<file path="src/hdl/mcd_config.svh">
`ifndef MCD_CONFIG_SVH
`define MCD_CONFIG_SVH

// CPU memory map, byte addresses on the 23 bit bus
`define MCD_RAM_LAST        23'h3fffff
`define MCD_ROM_FIRST       23'h400000
`define MCD_ROM_LAST        23'h4ffbff
`define MCD_SYSIO_FIRST     23'h4ffc00
`define MCD_CH2_FIRST       23'h4fffe0
`define MCD_CH1_FIRST       23'h4ffff0

// Upper byte accesses after reset that go to ROM
`define MCD_BOOT_ACCESSES   3'd4
// SDRAM address bits 24:22 of the ROM image
`define MCD_ROM_PREFIX      3'b001

// Display timing, shrunk for simulation
`define MCD_LINE_CLOCKS     64
`define MCD_FRAME_LINES     12
`define MCD_ACTIVE_LINES    8
`define MCD_HSYNC_CLOCKS    6
`define MCD_REFRESH_CLOCKS  8

// SDRAM word address of the first video word
`define MCD_VIDEO_BASE      24'h010000

`endif

</file>
<file path="src/hdl/mcd_pkg.sv">
`default_nettype none

package mcd_pkg;

    // CPU bus as seen by the controller
    typedef struct packed {
        logic [22:1] address;
        logic [15:0] din;
        logic        uds;
        logic        lds;
        logic        write_strobe;
        logic        cs;
    } cpu_req_t;

    // Command towards the SDRAM controller
    typedef struct packed {
        logic [24:0] addr;
        logic        rd;
        logic        wr;
        logic        word;
        logic [15:0] din;
        logic        refresh;
    } sdram_cmd_t;

    // Listed from highest to lowest priority
    typedef enum logic [1:0] {
        REFRESH,
        VIDEO,
        CPU
    } sdram_owner_e;

    // CPU access after address decoding, handed to the arbiter
    typedef struct packed {
        logic        active;
        logic        rd;
        logic        wr;
        logic        word;
        logic [24:0] addr;
        logic [15:0] din;
    } cpu_mem_req_t;

    typedef struct packed {
        logic       de;
        logic       cf;
        logic       fd;
        logic       sm;
        logic       cm1;
        logic       reserved1;
        logic       ic1;
        logic       dc1;
        logic [1:0] reserved2;
        logic [5:0] adr;
    } dcr1_fields_t;

    // Display command register 1, written as a word, read as fields
    typedef union packed {
        logic [15:0]  raw;
        dcr1_fields_t f;
    } dcr1_u;

endpackage

`default_nettype wire

</file>
<file path="src/hdl/cpu_bus_decoder.sv">
`timescale 1ns/100ps
`default_nettype none

`include "mcd_config.svh"

module cpu_bus_decoder
    import mcd_pkg::*;
(
    input  wire cpu_req_t     cpu,
    input  wire               clk,
    input  wire               reset,
    input  wire        [15:0] sdram_dout,
    input  wire               cpu_grant_ack,
    input  wire               vblank,
    input  wire               new_frame,
    output cpu_mem_req_t      mem_req,
    output logic       [15:0] cpu_dout,
    output logic              cpu_bus_ack,
    output logic              video_enable
);

    logic [22:0] byte_addr;
    logic [2:0]  boot_cnt;
    logic        boot_rom;
    logic        cs_ram;
    logic        cs_rom;
    logic        cs_io;
    logic        cs_chan;
    logic        cs_ch1;
    logic        sdram_access;
    logic        reg_write;
    logic [19:1] ram_addr;
    dcr1_u       dcr1;
    logic        parity;

    assign byte_addr = {cpu.address, 1'b0};

    // Boot overlay: every selected access is ROM until the count is reached
    assign boot_rom = boot_cnt < `MCD_BOOT_ACCESSES;

    assign cs_ram  = cpu.cs && !boot_rom && byte_addr <= `MCD_RAM_LAST;
    assign cs_rom  = cpu.cs && (boot_rom ||
                     (byte_addr >= `MCD_ROM_FIRST && byte_addr <= `MCD_ROM_LAST));
    // I/O ends at the top of the 0x4xxxxx region
    assign cs_io   = cpu.cs && !boot_rom && byte_addr >= `MCD_SYSIO_FIRST &&
                     byte_addr[22:20] == 3'h4;
    assign cs_chan = cs_io && byte_addr >= `MCD_CH2_FIRST;
    assign cs_ch1  = cs_chan && byte_addr >= `MCD_CH1_FIRST;

    assign sdram_access = (cs_ram || cs_rom) && (cpu.uds || cpu.lds);
    assign reg_write    = cs_ch1 && cpu.write_strobe && (cpu.uds || cpu.lds);

    // Bank bit 18 moves below bit 21
    assign ram_addr = {cpu.address[21], cpu.address[18], cpu.address[17:1]};

    always_comb begin
        mem_req        = '0;
        mem_req.active = sdram_access;
        mem_req.din    = cpu.din;
        if (sdram_access) begin
            if (cs_rom) begin
                // ROM writes turn into a dummy read so they still complete
                mem_req.addr = {`MCD_ROM_PREFIX, cpu.address[21:1], 1'b0};
                mem_req.word = 1'b1;
                mem_req.rd   = 1'b1;
            end else begin
                mem_req.addr = {5'b0, ram_addr,
                                cpu.write_strobe && cpu.uds && !cpu.lds};
                mem_req.word = (cpu.uds && cpu.lds) || !cpu.write_strobe;
                mem_req.rd   = !cpu.write_strobe;
                mem_req.wr   = cpu.write_strobe;
            end
        end
    end

    assign cpu_bus_ack = sdram_access ? cpu_grant_ack : 1'b1;

    always_comb begin
        cpu_dout = 16'h0;
        if (cs_ram || cs_rom) begin
            cpu_dout = sdram_dout;
        end else if (cs_ch1 && byte_addr[3:0] == 4'h0) begin
            // Status register
            cpu_dout = {8'h0, !vblank, 1'b0, parity, 5'b0};
        end
    end

    always_ff @(posedge clk) begin
        if (reset) begin
            boot_cnt <= '0;
            dcr1     <= '0;
            parity   <= 1'b0;
        end else begin
            if (cpu.cs && cpu.uds && boot_rom && cpu_bus_ack) begin
                boot_cnt <= boot_cnt + 3'd1;
            end
            if (reg_write && byte_addr[3:0] == 4'h2) begin
                dcr1.raw <= cpu.din;
            end
            if (new_frame) begin
                parity <= !parity;
            end
        end
    end

    assign video_enable = dcr1.f.ic1;

    rd_wr_exclusive: assert property (@(posedge clk) disable iff (reset)
        !(mem_req.rd && mem_req.wr))
        else $error("CPU memory request with rd and wr together");

endmodule

`default_nettype wire

</file>
<file path="src/hdl/sdram_arbiter.sv">
`timescale 1ns/100ps
`default_nettype none

module sdram_arbiter
    import mcd_pkg::*;
(
    input  wire               clk,
    input  wire               reset,
    input  wire               refresh_req,
    input  wire               video_req,
    input  wire        [24:1] video_addr,
    input  wire cpu_mem_req_t mem_req,
    input  wire        [15:0] sdram_dout,
    input  wire               sdram_busy,
    output sdram_cmd_t        sdram,
    output logic              cpu_grant_ack,
    output logic              video_ack
);

    sdram_owner_e owner;
    sdram_owner_e owner_q;
    sdram_owner_e owner_next;
    logic         busy_q;
    logic         port_free;
    logic         done;

    // Fixed priority, later assignments win
    always_comb begin
        owner_next = CPU;
        if (video_req) begin
            owner_next = VIDEO;
        end
        if (refresh_req) begin
            owner_next = REFRESH;
        end
    end

    // Ownership may only move while the SDRAM is idle
    assign owner = sdram_busy ? owner_q : owner_next;

    // A new access waits until the previous one has fully finished
    assign port_free = !sdram_busy && !busy_q;
    // Falling edge of busy marks completion
    assign done = !sdram_busy && busy_q;

    always_comb begin
        sdram     = '0;
        // Only the CPU ever writes
        sdram.din = mem_req.din;
        case (owner)
            REFRESH: begin
                // Repeated reads of the same row keep auto refresh going
                sdram.refresh = 1'b1;
                sdram.rd      = !sdram_busy;
            end
            VIDEO: begin
                sdram.addr = {video_addr, 1'b0};
                sdram.word = 1'b1;
                sdram.rd   = video_req && port_free;
            end
            CPU: begin
                if (mem_req.active) begin
                    sdram.addr = mem_req.addr;
                    sdram.word = mem_req.word;
                    sdram.rd   = mem_req.rd && port_free;
                    sdram.wr   = mem_req.wr && port_free;
                end
            end
            default: begin
            end
        endcase
    end

    // Completion belongs to whoever owned the port in the previous cycle
    always_comb begin
        cpu_grant_ack = 1'b0;
        video_ack     = 1'b0;
        case (owner_q)
            CPU: begin
                cpu_grant_ack = mem_req.active && done;
            end
            VIDEO: begin
                video_ack = video_req && done;
            end
            default: begin
            end
        endcase
    end

    always_ff @(posedge clk) begin
        if (reset) begin
            owner_q <= CPU;
            busy_q  <= 1'b0;
        end else begin
            owner_q <= owner;
            busy_q  <= sdram_busy;
        end
    end

    // Read data is only meaningful at completion; an owner switch there would lose it
    owner_frozen: assert property (@(posedge clk) disable iff (reset)
        sdram_busy |-> owner == $past(owner))
        else $error("SDRAM owner changed during a busy window");

    // Every command must open a busy window in the next cycle
    cmd_accepted: assert property (@(posedge clk) disable iff (reset)
        (sdram.rd || sdram.wr) |=> sdram_busy)
        else $error("SDRAM ignored a command");

endmodule

`default_nettype wire

</file>
<file path="src/hdl/display_timing.sv">
`timescale 1ns/100ps
`default_nettype none

`include "mcd_config.svh"

module display_timing (
    input  wire  clk,
    input  wire  reset,
    output logic hsync,
    output logic vsync,
    output logic vblank,
    output logic new_frame,
    output logic refresh_req
);

    localparam int PIXEL_W = $clog2(`MCD_LINE_CLOCKS);
    localparam int LINE_W  = $clog2(`MCD_FRAME_LINES);

    logic [PIXEL_W-1:0] pixel;
    logic [PIXEL_W-1:0] pixel_next;
    logic [LINE_W-1:0]  line;
    logic               line_end;
    logic               frame_end;

    assign line_end   = pixel == PIXEL_W'(`MCD_LINE_CLOCKS - 1);
    assign frame_end  = line_end && line == LINE_W'(`MCD_FRAME_LINES - 1);
    assign pixel_next = line_end ? '0 : pixel + 1'b1;

    always_ff @(posedge clk) begin
        if (reset) begin
            pixel       <= '0;
            line        <= '0;
            new_frame   <= 1'b0;
            refresh_req <= 1'b0;
        end else begin
            pixel       <= pixel_next;
            if (frame_end) begin
                line <= '0;
            end else if (line_end) begin
                line <= line + 1'b1;
            end
            // Pulse in the cycle the counters sit at line 0, pixel 0
            new_frame   <= frame_end;
            // Refresh window at the start of every line
            refresh_req <= pixel_next < PIXEL_W'(`MCD_REFRESH_CLOCKS);
        end
    end

    assign hsync  = pixel < PIXEL_W'(`MCD_HSYNC_CLOCKS);
    assign vblank = line >= LINE_W'(`MCD_ACTIVE_LINES);
    assign vsync  = line == LINE_W'(`MCD_FRAME_LINES - 1);

endmodule

`default_nettype wire

</file>
<file path="src/hdl/video_fetcher.sv">
`timescale 1ns/100ps
`default_nettype none

`include "mcd_config.svh"

module video_fetcher (
    input  wire         clk,
    input  wire         reset,
    input  wire         enable,
    input  wire         vblank,
    input  wire         new_frame,
    input  wire         ack,
    input  wire  [15:0] sdram_dout,
    output logic        req,
    output logic [24:1] addr,
    output logic [15:0] pixel_word,
    output logic        pixel_valid
);

    logic pending;
    logic fetch_ok;

    // Request raised but not yet served
    assign pending  = req && !ack;
    assign fetch_ok = enable && !vblank;

    always_ff @(posedge clk) begin
        if (reset) begin
            req  <= 1'b0;
            addr <= `MCD_VIDEO_BASE;
        end else begin
            // An outstanding request survives the start of vblank
            req <= pending || fetch_ok;
            if (new_frame) begin
                addr <= `MCD_VIDEO_BASE;
            end else if (ack) begin
                addr <= addr + 24'd1;
            end
        end
    end

    // One word per acknowledge, straight from the SDRAM
    assign pixel_valid = ack;
    assign pixel_word  = ack ? sdram_dout : 16'h0;

    // Also catches a frame restart racing an unfinished fetch
    addr_stable: assert property (@(posedge clk) disable iff (reset)
        pending |=> $stable(addr))
        else $error("Video address moved under a pending request");

    ack_needs_req: assert property (@(posedge clk) disable iff (reset)
        ack |-> req)
        else $error("Video acknowledge without request");

endmodule

`default_nettype wire

</file>
<file path="src/hdl/mcd_top.sv">
`timescale 1ns/100ps
`default_nettype none

module mcd_top
    import mcd_pkg::*;
(
    input  wire               clk,
    input  wire               reset,
    input  wire cpu_req_t     cpu,
    input  wire        [15:0] sdram_dout,
    input  wire               sdram_busy,
    output wire        [15:0] cpu_dout,
    output wire               cpu_bus_ack,
    output wire sdram_cmd_t   sdram,
    output wire               hsync,
    output wire               vsync,
    output wire               vblank,
    output wire        [15:0] pixel_word,
    output wire               pixel_valid
);

    cpu_mem_req_t mem_req;
    logic         cpu_grant_ack;
    logic         video_req;
    logic [24:1]  video_addr;
    logic         video_ack;
    logic         video_enable;
    logic         refresh_req;
    logic         new_frame;

    cpu_bus_decoder decoder0 (
        .clk,
        .reset,
        .cpu,
        .sdram_dout,
        .cpu_grant_ack,
        .vblank,
        .new_frame,
        .mem_req,
        .cpu_dout,
        .cpu_bus_ack,
        .video_enable
    );

    sdram_arbiter arbiter0 (
        .clk,
        .reset,
        .refresh_req,
        .video_req,
        .video_addr,
        .mem_req,
        .sdram_dout,
        .sdram_busy,
        .sdram,
        .cpu_grant_ack,
        .video_ack
    );

    display_timing timing0 (
        .clk,
        .reset,
        .hsync,
        .vsync,
        .vblank,
        .new_frame,
        .refresh_req
    );

    video_fetcher fetcher0 (
        .clk,
        .reset,
        .enable      (video_enable),
        .vblank,
        .new_frame,
        .ack         (video_ack),
        .sdram_dout,
        .req         (video_req),
        .addr        (video_addr),
        .pixel_word,
        .pixel_valid
    );

endmodule

`default_nettype wire

</file>
<file path="config.mk">
export PLATFORM = sky130hd
export DESIGN_NAME = mcd_top
export DESIGN_NICKNAME = d
export VERILOG_FILES = /design/src/hdl/mcd_pkg.sv /design/src/hdl/cpu_bus_decoder.sv /design/src/hdl/sdram_arbiter.sv /design/src/hdl/display_timing.sv /design/src/hdl/video_fetcher.sv /design/src/hdl/mcd_top.sv
export VERILOG_INCLUDE_DIRS = /design/src /design/src/hdl
export SDC_FILE = /design/constraint.sdc
export NUM_CORES = 1
export LEC_CHECK = 0
export BUFFER_PORTS_ARGS = -buffer_cell sky130_fd_sc_hd__buf_4
export CORE_MARGIN = 5
export CORE_UTILIZATION = 51
export CTS_CLUSTER_SIZE = 40
export DETAILED_ROUTE_END_ITERATION = 10
export GPL_ROUTABILITY_DRIVEN = 0
export PLACE_DENSITY = 0.86
export SYNTH_ARGS = -nofsm -noshare
export SYNTH_HDL_FRONTEND = slang
export SYNTH_SLANG_ARGS = --single-unit
</file>
<file path="constraint.sdc">
create_clock -name clk -period 9.3 [get_ports clk]
set_clock_uncertainty 0.15 [all_clocks]
set_input_delay 2.79 -clock clk [delete_from_list [all_inputs] [get_ports clk]]
set_output_delay 2.79 -clock clk [all_outputs]
set_load 0.005 [all_outputs]
</file>
## Word level (Yosys, flattened, before mapping)

Cells that the tools add are included.

| storage, ports and cells | value |
|---|---|
| flip-flop bits (word level) | 54 |
| output and inout bits | 82 |
| logic and storage cells | 99 |
| input port bits | 61 |

| cells by class | value |
|---|---|
| mux-type cells | 20 |
| eq/ne operators | 8 |
| reduce and logical (&&, ||, !) cells | 46 |
| magnitude comparators | 10 |
| add/subtract/negate cells | 4 |

Operator list:

| cell | number |
|---|---|
| >= comparator 23 bit, second input constant | 4 |
| two-way mux 28 bit | 2 |
| case mux 25 bit (2 select lines) | 1 |
| two-way mux 16 bit | 2 |
| logical AND 1 bit | 29 |
| two-way mux 26 bit | 1 |
| adder 24 x 1 -> 24 bit, second input constant | 1 |
| less-or-equal comparator 23 x 22 -> 1 bit, second input constant | 1 |
| less-or-equal comparator 23 bit, second input constant | 1 |
| logical NOT 1 bit | 8 |
| two-way mux 8 bit | 1 |
| two-way mux 1 bit | 7 |
| adder 6 x 1 -> 6 bit, second input constant | 1 |
| equality test 6 bit, second input constant | 1 |
| < comparator 6 x 3 -> 1 bit, second input constant | 1 |
| < comparator 6 x 4 -> 1 bit, second input constant | 1 |
| two-way mux 2 bit | 3 |
| two-way mux 6 bit | 1 |
| logical OR 1 bit | 5 |
| adder 4 x 1 -> 4 bit, second input constant | 1 |
| equality test 2 x 1 -> 1 bit, second input constant | 2 |
| equality test 2 bit, second input constant | 2 |
| equality test 4 bit, second input constant | 1 |
| >= comparator 4 bit, second input constant | 1 |
| 9 further kinds | 10 |

## Depth between registers and ports, before layout

| logic depth | value |
|---|---|
| depth in word-level cells | 10 |
| mapped depth | 10 |
| gate-level depth less buffers | 7 |

## Modules after synthesis

A second synthesis with hierarchy kept.

| second synthesis, totals | value |
|---|---|
| cell total of the unflattened synthesis | 443 |
| area total of the unflattened synthesis | 3405.8 sq um |

Modules (own cells, without submodules):

| module | seq. area each (sq um) | cells each | area an instance (sq um) | times used |
|---|---|---|---|---|
| video_fetcher | 500.5 | 148 | 1238.7 | 1 |
| cpu_bus_decoder | 100.1 | 124 | 865.8 | 1 |
| sdram_arbiter | 60.1 | 108 | 748.2 | 1 |
| display_timing | 240.2 | 63 | 553.0 | 1 |

## Worst setup path before layout

Ideal clock, no wire load.

| path | value |
|---|---|
| path kind | input to output |
| from | input port sdram_busy |
| to | output port sdram[21] in the netlist's numbering |
| required time | 6.360 ns |
| path buffers | 3 |
| slack | 1.920 ns |
| stages on the path | 9 |
| arrival time | 4.440 ns |
| cells stage by stage | clkbuf_1 > nor3b_1 > a21oi_1 > ha_1 > o2111a_1 > clkbuf_1 > buf_2 > a32oi_1 > nor2_1 |

RTL lines:

| element | RTL line | RTL |
|---|---|---|
| start: declaration | mcd_top.sv:11 | `input wire sdram_busy,` |
| end: declaration | mcd_top.sv:14 | `output wire sdram_cmd_t sdram,` |

==> impl_summary.log <==
[metrics] n_diodes: 0
[metrics] PD cells: approximately 110 nW/um^2
[metrics] vias in the first global route: 3228
[metrics] portion of the clock cycle consumed by the worst path in the final layout: between 80% and 90%
[metrics] number of setup buffers added after CTS: 0
[metrics] I/O pin count: 143
[metrics] final critical-path required period: between 7 and 8 ns
[metrics] setup_tns: 0 ns
[metrics] PortBufs: between 100 and 150
[metrics] highest-count cells in the layout ignoring fill and taps: buf_4, dfxtp_1, nor2_1
[metrics] starting utilization of the core area: 52.3%
[metrics] clock-pin slew of the registers on the worst-case setup and hold paths: 0.08 ns
[metrics] DR pass1 iterations: 5
[metrics] upper clock frequency limit: ~130 MHz
[metrics] routed wire length: just under 10000 um
[metrics] latest clock arrival within the worst-skew pair: 0.30 ns
[metrics] count of final setup violators: 0
[metrics] number of routed nets with antenna violations: 0
[metrics] sequential area share after synthesis: roughly 29%
[metrics] Yosys warning total: 0
[metrics] arrival time reported for the critical path endpoint: slightly below 5 ns
[metrics] cell type with the largest total area after synthesis: dfxtp_1
[metrics] count of mapped cells out of synthesis: ~390
[metrics] maximum net fanout on the critical path: 20
[metrics] most common library cell in the layout ignoring fill and taps: buf_4
[metrics] Crit. End Element: output port
[metrics] number of antenna violations at the first check in global routing: 0
[metrics] cell row count: 28
[metrics] count of vias placed by the detailed router: about 3400
[metrics] Post-Synthesis Net Count: around 460
[metrics] kind of start point of the critical path: input port
[metrics] layout cells sized above 1: between 20% and 30%
[metrics] worst-case clock buffer depth: 2
[metrics] Core Region: about 5900 sq um
[metrics] GRT overflow: 0
[metrics] cell at the root of the clock tree: clkbuf_8
[metrics] pre-CTS setup slack: about 1.5 ns
[metrics] pin count of the biggest net entering global routing: 29
[metrics] distinct cell type count after synthesis: between 50 and 60
[metrics] Req. time, crit path: 6.36 ns
[metrics] setup slack of the critical path after layout: 1.44 ns
[metrics] average cell area after synthesis: ~7.9 sq um
[metrics] synthesized flop and latch total: 45
[metrics] unrepaired setup endpoints after global routing: false
[metrics] top post-synthesis cells by area: dfxtp_1, nor2_1, a32oi_1, and3_1, buf_4
[metrics] Worst IR Drop VDD: between 0.06 and 0.07 mV
[metrics] number of gates resized after CTS: 0
[metrics] vertical die dimension: just under 90 um
[metrics] Slew HR: between 40% and 50%
[metrics] count of routing violations after the opening detailed-route iteration: between 300 and 400
[metrics] max-cap viol count: 0
[metrics] critical path class: in -> out
[metrics] die span in x: around 88 um
[metrics] primary flip-flop cell chosen by synthesis mapping: dfxtp_1
[metrics] Final Net Count: between 500 and 600
[metrics] outcome: finished clean
[metrics] clk sink count: 45
[metrics] fraction of post-synthesis cell area in the top cell type by area: between 20 and 30%
[metrics] via-per-instance ratio: roughly 6.2
[metrics] transition time at the pin with the least slew margin: 0.887 ns
[metrics] die outline area: approximately 7700 sq um
[metrics] first-pass GRT wire length: ~16000 um
[metrics] Final Slew Violations: 0
[metrics] clock tree from TritonCTS: done
[metrics] path category of the worst min-delay check: reg -> reg
[metrics] leakage power total: 1.70 nW
[metrics] number of clock buffers inserted by TritonCTS: 5
[metrics] Detailed Place HPWL: roughly 7600 um
[metrics] CTS Hold Bufs: 0
[metrics] total global routing track utilization: 25.6%
[metrics] hold violation total from the final report: 0
[metrics] post-synth design cell area: 3100 sq um
[metrics] DR DRC count: 0
[metrics] share of flip-flops with an asynchronous set or reset: 0%
[metrics] number of enable-type register cells in the synthesized netlist: 0
[metrics] number of H-tree branching levels: 2
[metrics] Area Growth Syn to Fin: 26.6%
[metrics] wire length per cell after detailed routing: approximately 18 um
[registers in the layout (all words and copies together) (netlist names)]
register / flops
arbiter0.busy_q: 1
arbiter0.owner_q: 2
decoder0.boot_cnt: 3
decoder0.dcr1: 1
decoder0.parity: 1
fetcher0.addr: 24
fetcher0.req: 1
timing0.line: 4
timing0.new_frame: 1
timing0.pixel: 6
timing0.refresh_req: 1
[metrics by stage]
| step | total power [W] | cells | util [%] | cell area (sq um) | hold WS (ns) |
|---|---|---|---|---|---|
| floorplan | 0.000234 | 392 | - | 3100 | 0.292 |
| global placement | 0.000265 | 538 | 64.2 | 3800 | 0.326 |
| detailed placement | 0.000267 | 538 | 64.2 | 3800 | 0.323 |
| CTS | 0.000418 | 546 | 66.2 | 3920 | 0.335 |
| global route | 0.000432 | 546 | 66.2 | 3920 | 0.362 |
| finish | 0.000416 | 546 | 66.2 | 3920 | 0.335 |
[metal layers]
metal	GRT usage, %	vias up	wire [um]
li1	-	1591	-
met1	32.2	1594	3860
met2	43.4	193	4740
met3	4.23	30	918
met4	10.0	0	323
met5	0	-	0
[critical path, cell delays in order]
cell and delay (ns):
buf_4 0.15, nor3b_1 0.07, a21oi_1 0.27, ha_1 0.23, o2111a_1 0.59, nand2_1 0.25
a211oi_1 0.37, buf_4 0.18
[cell type report]
cell class                      instances  area [sq um]
Fill cell                             490          2000
Multi-Input combinational cell        294          1920
Sequential cell                        45           901
Timing Repair Buffer                  113           848
Tap cell                               75          93.8
Clock buffer                            7          86.3
Inverter                               11          41.3
Clock inverter                          1          30.0
[power breakdown]
part           switching [W]  total [W]  internal, W
sequential        0.00000233   0.000197     0.000194
combinational      0.0000306  0.0000656    0.0000350
clock              0.0000655   0.000153    0.0000876
total              0.0000984   0.000416     0.000317
[kinds of logic (layout without fill, tap and decap cells)]
family / after synthesis / count (layout) / synth area share, %
simple gates: 190 / 190 / 34.4
compound gates: 77 / 77 / 18.6
buf+inv: 53 / 132 / 8.97
flops: 45 / 45 / 29.1
xor+xnor: 15 / 15 / 4.24
fa+ha+maj: 9 / 9 / 3.64
mux: 3 / 3 / 1.01
[synthesized netlist by cell type (9+ instances only)]
cell type,number
clkbuf_1,21
a32oi_1,18
dfxtp_1,45
and3_1,21
xnor2_1,10
and2_1,19
nor3_1,12
inv_1,10
nor2_1,44
nand2_1,25
buf_4,16
nand3_1,16
ha_1,9
a21oi_1,17
[worst paths after layout]
path                                         from           endpoint  slack (ns)  cells after the start
worst min-delay path            fetcher0.addr[24]  fetcher0.addr[24]        0.33                      2
worst max register to register    arbiter0.busy_q  fetcher0.addr[19]        6.96                      4
worst max-delay path                   sdram_busy          sdram[39]        1.44                      8
worst min register to register  fetcher0.addr[24]  fetcher0.addr[24]        0.33                      2
(Power assumes the default switching activity.)
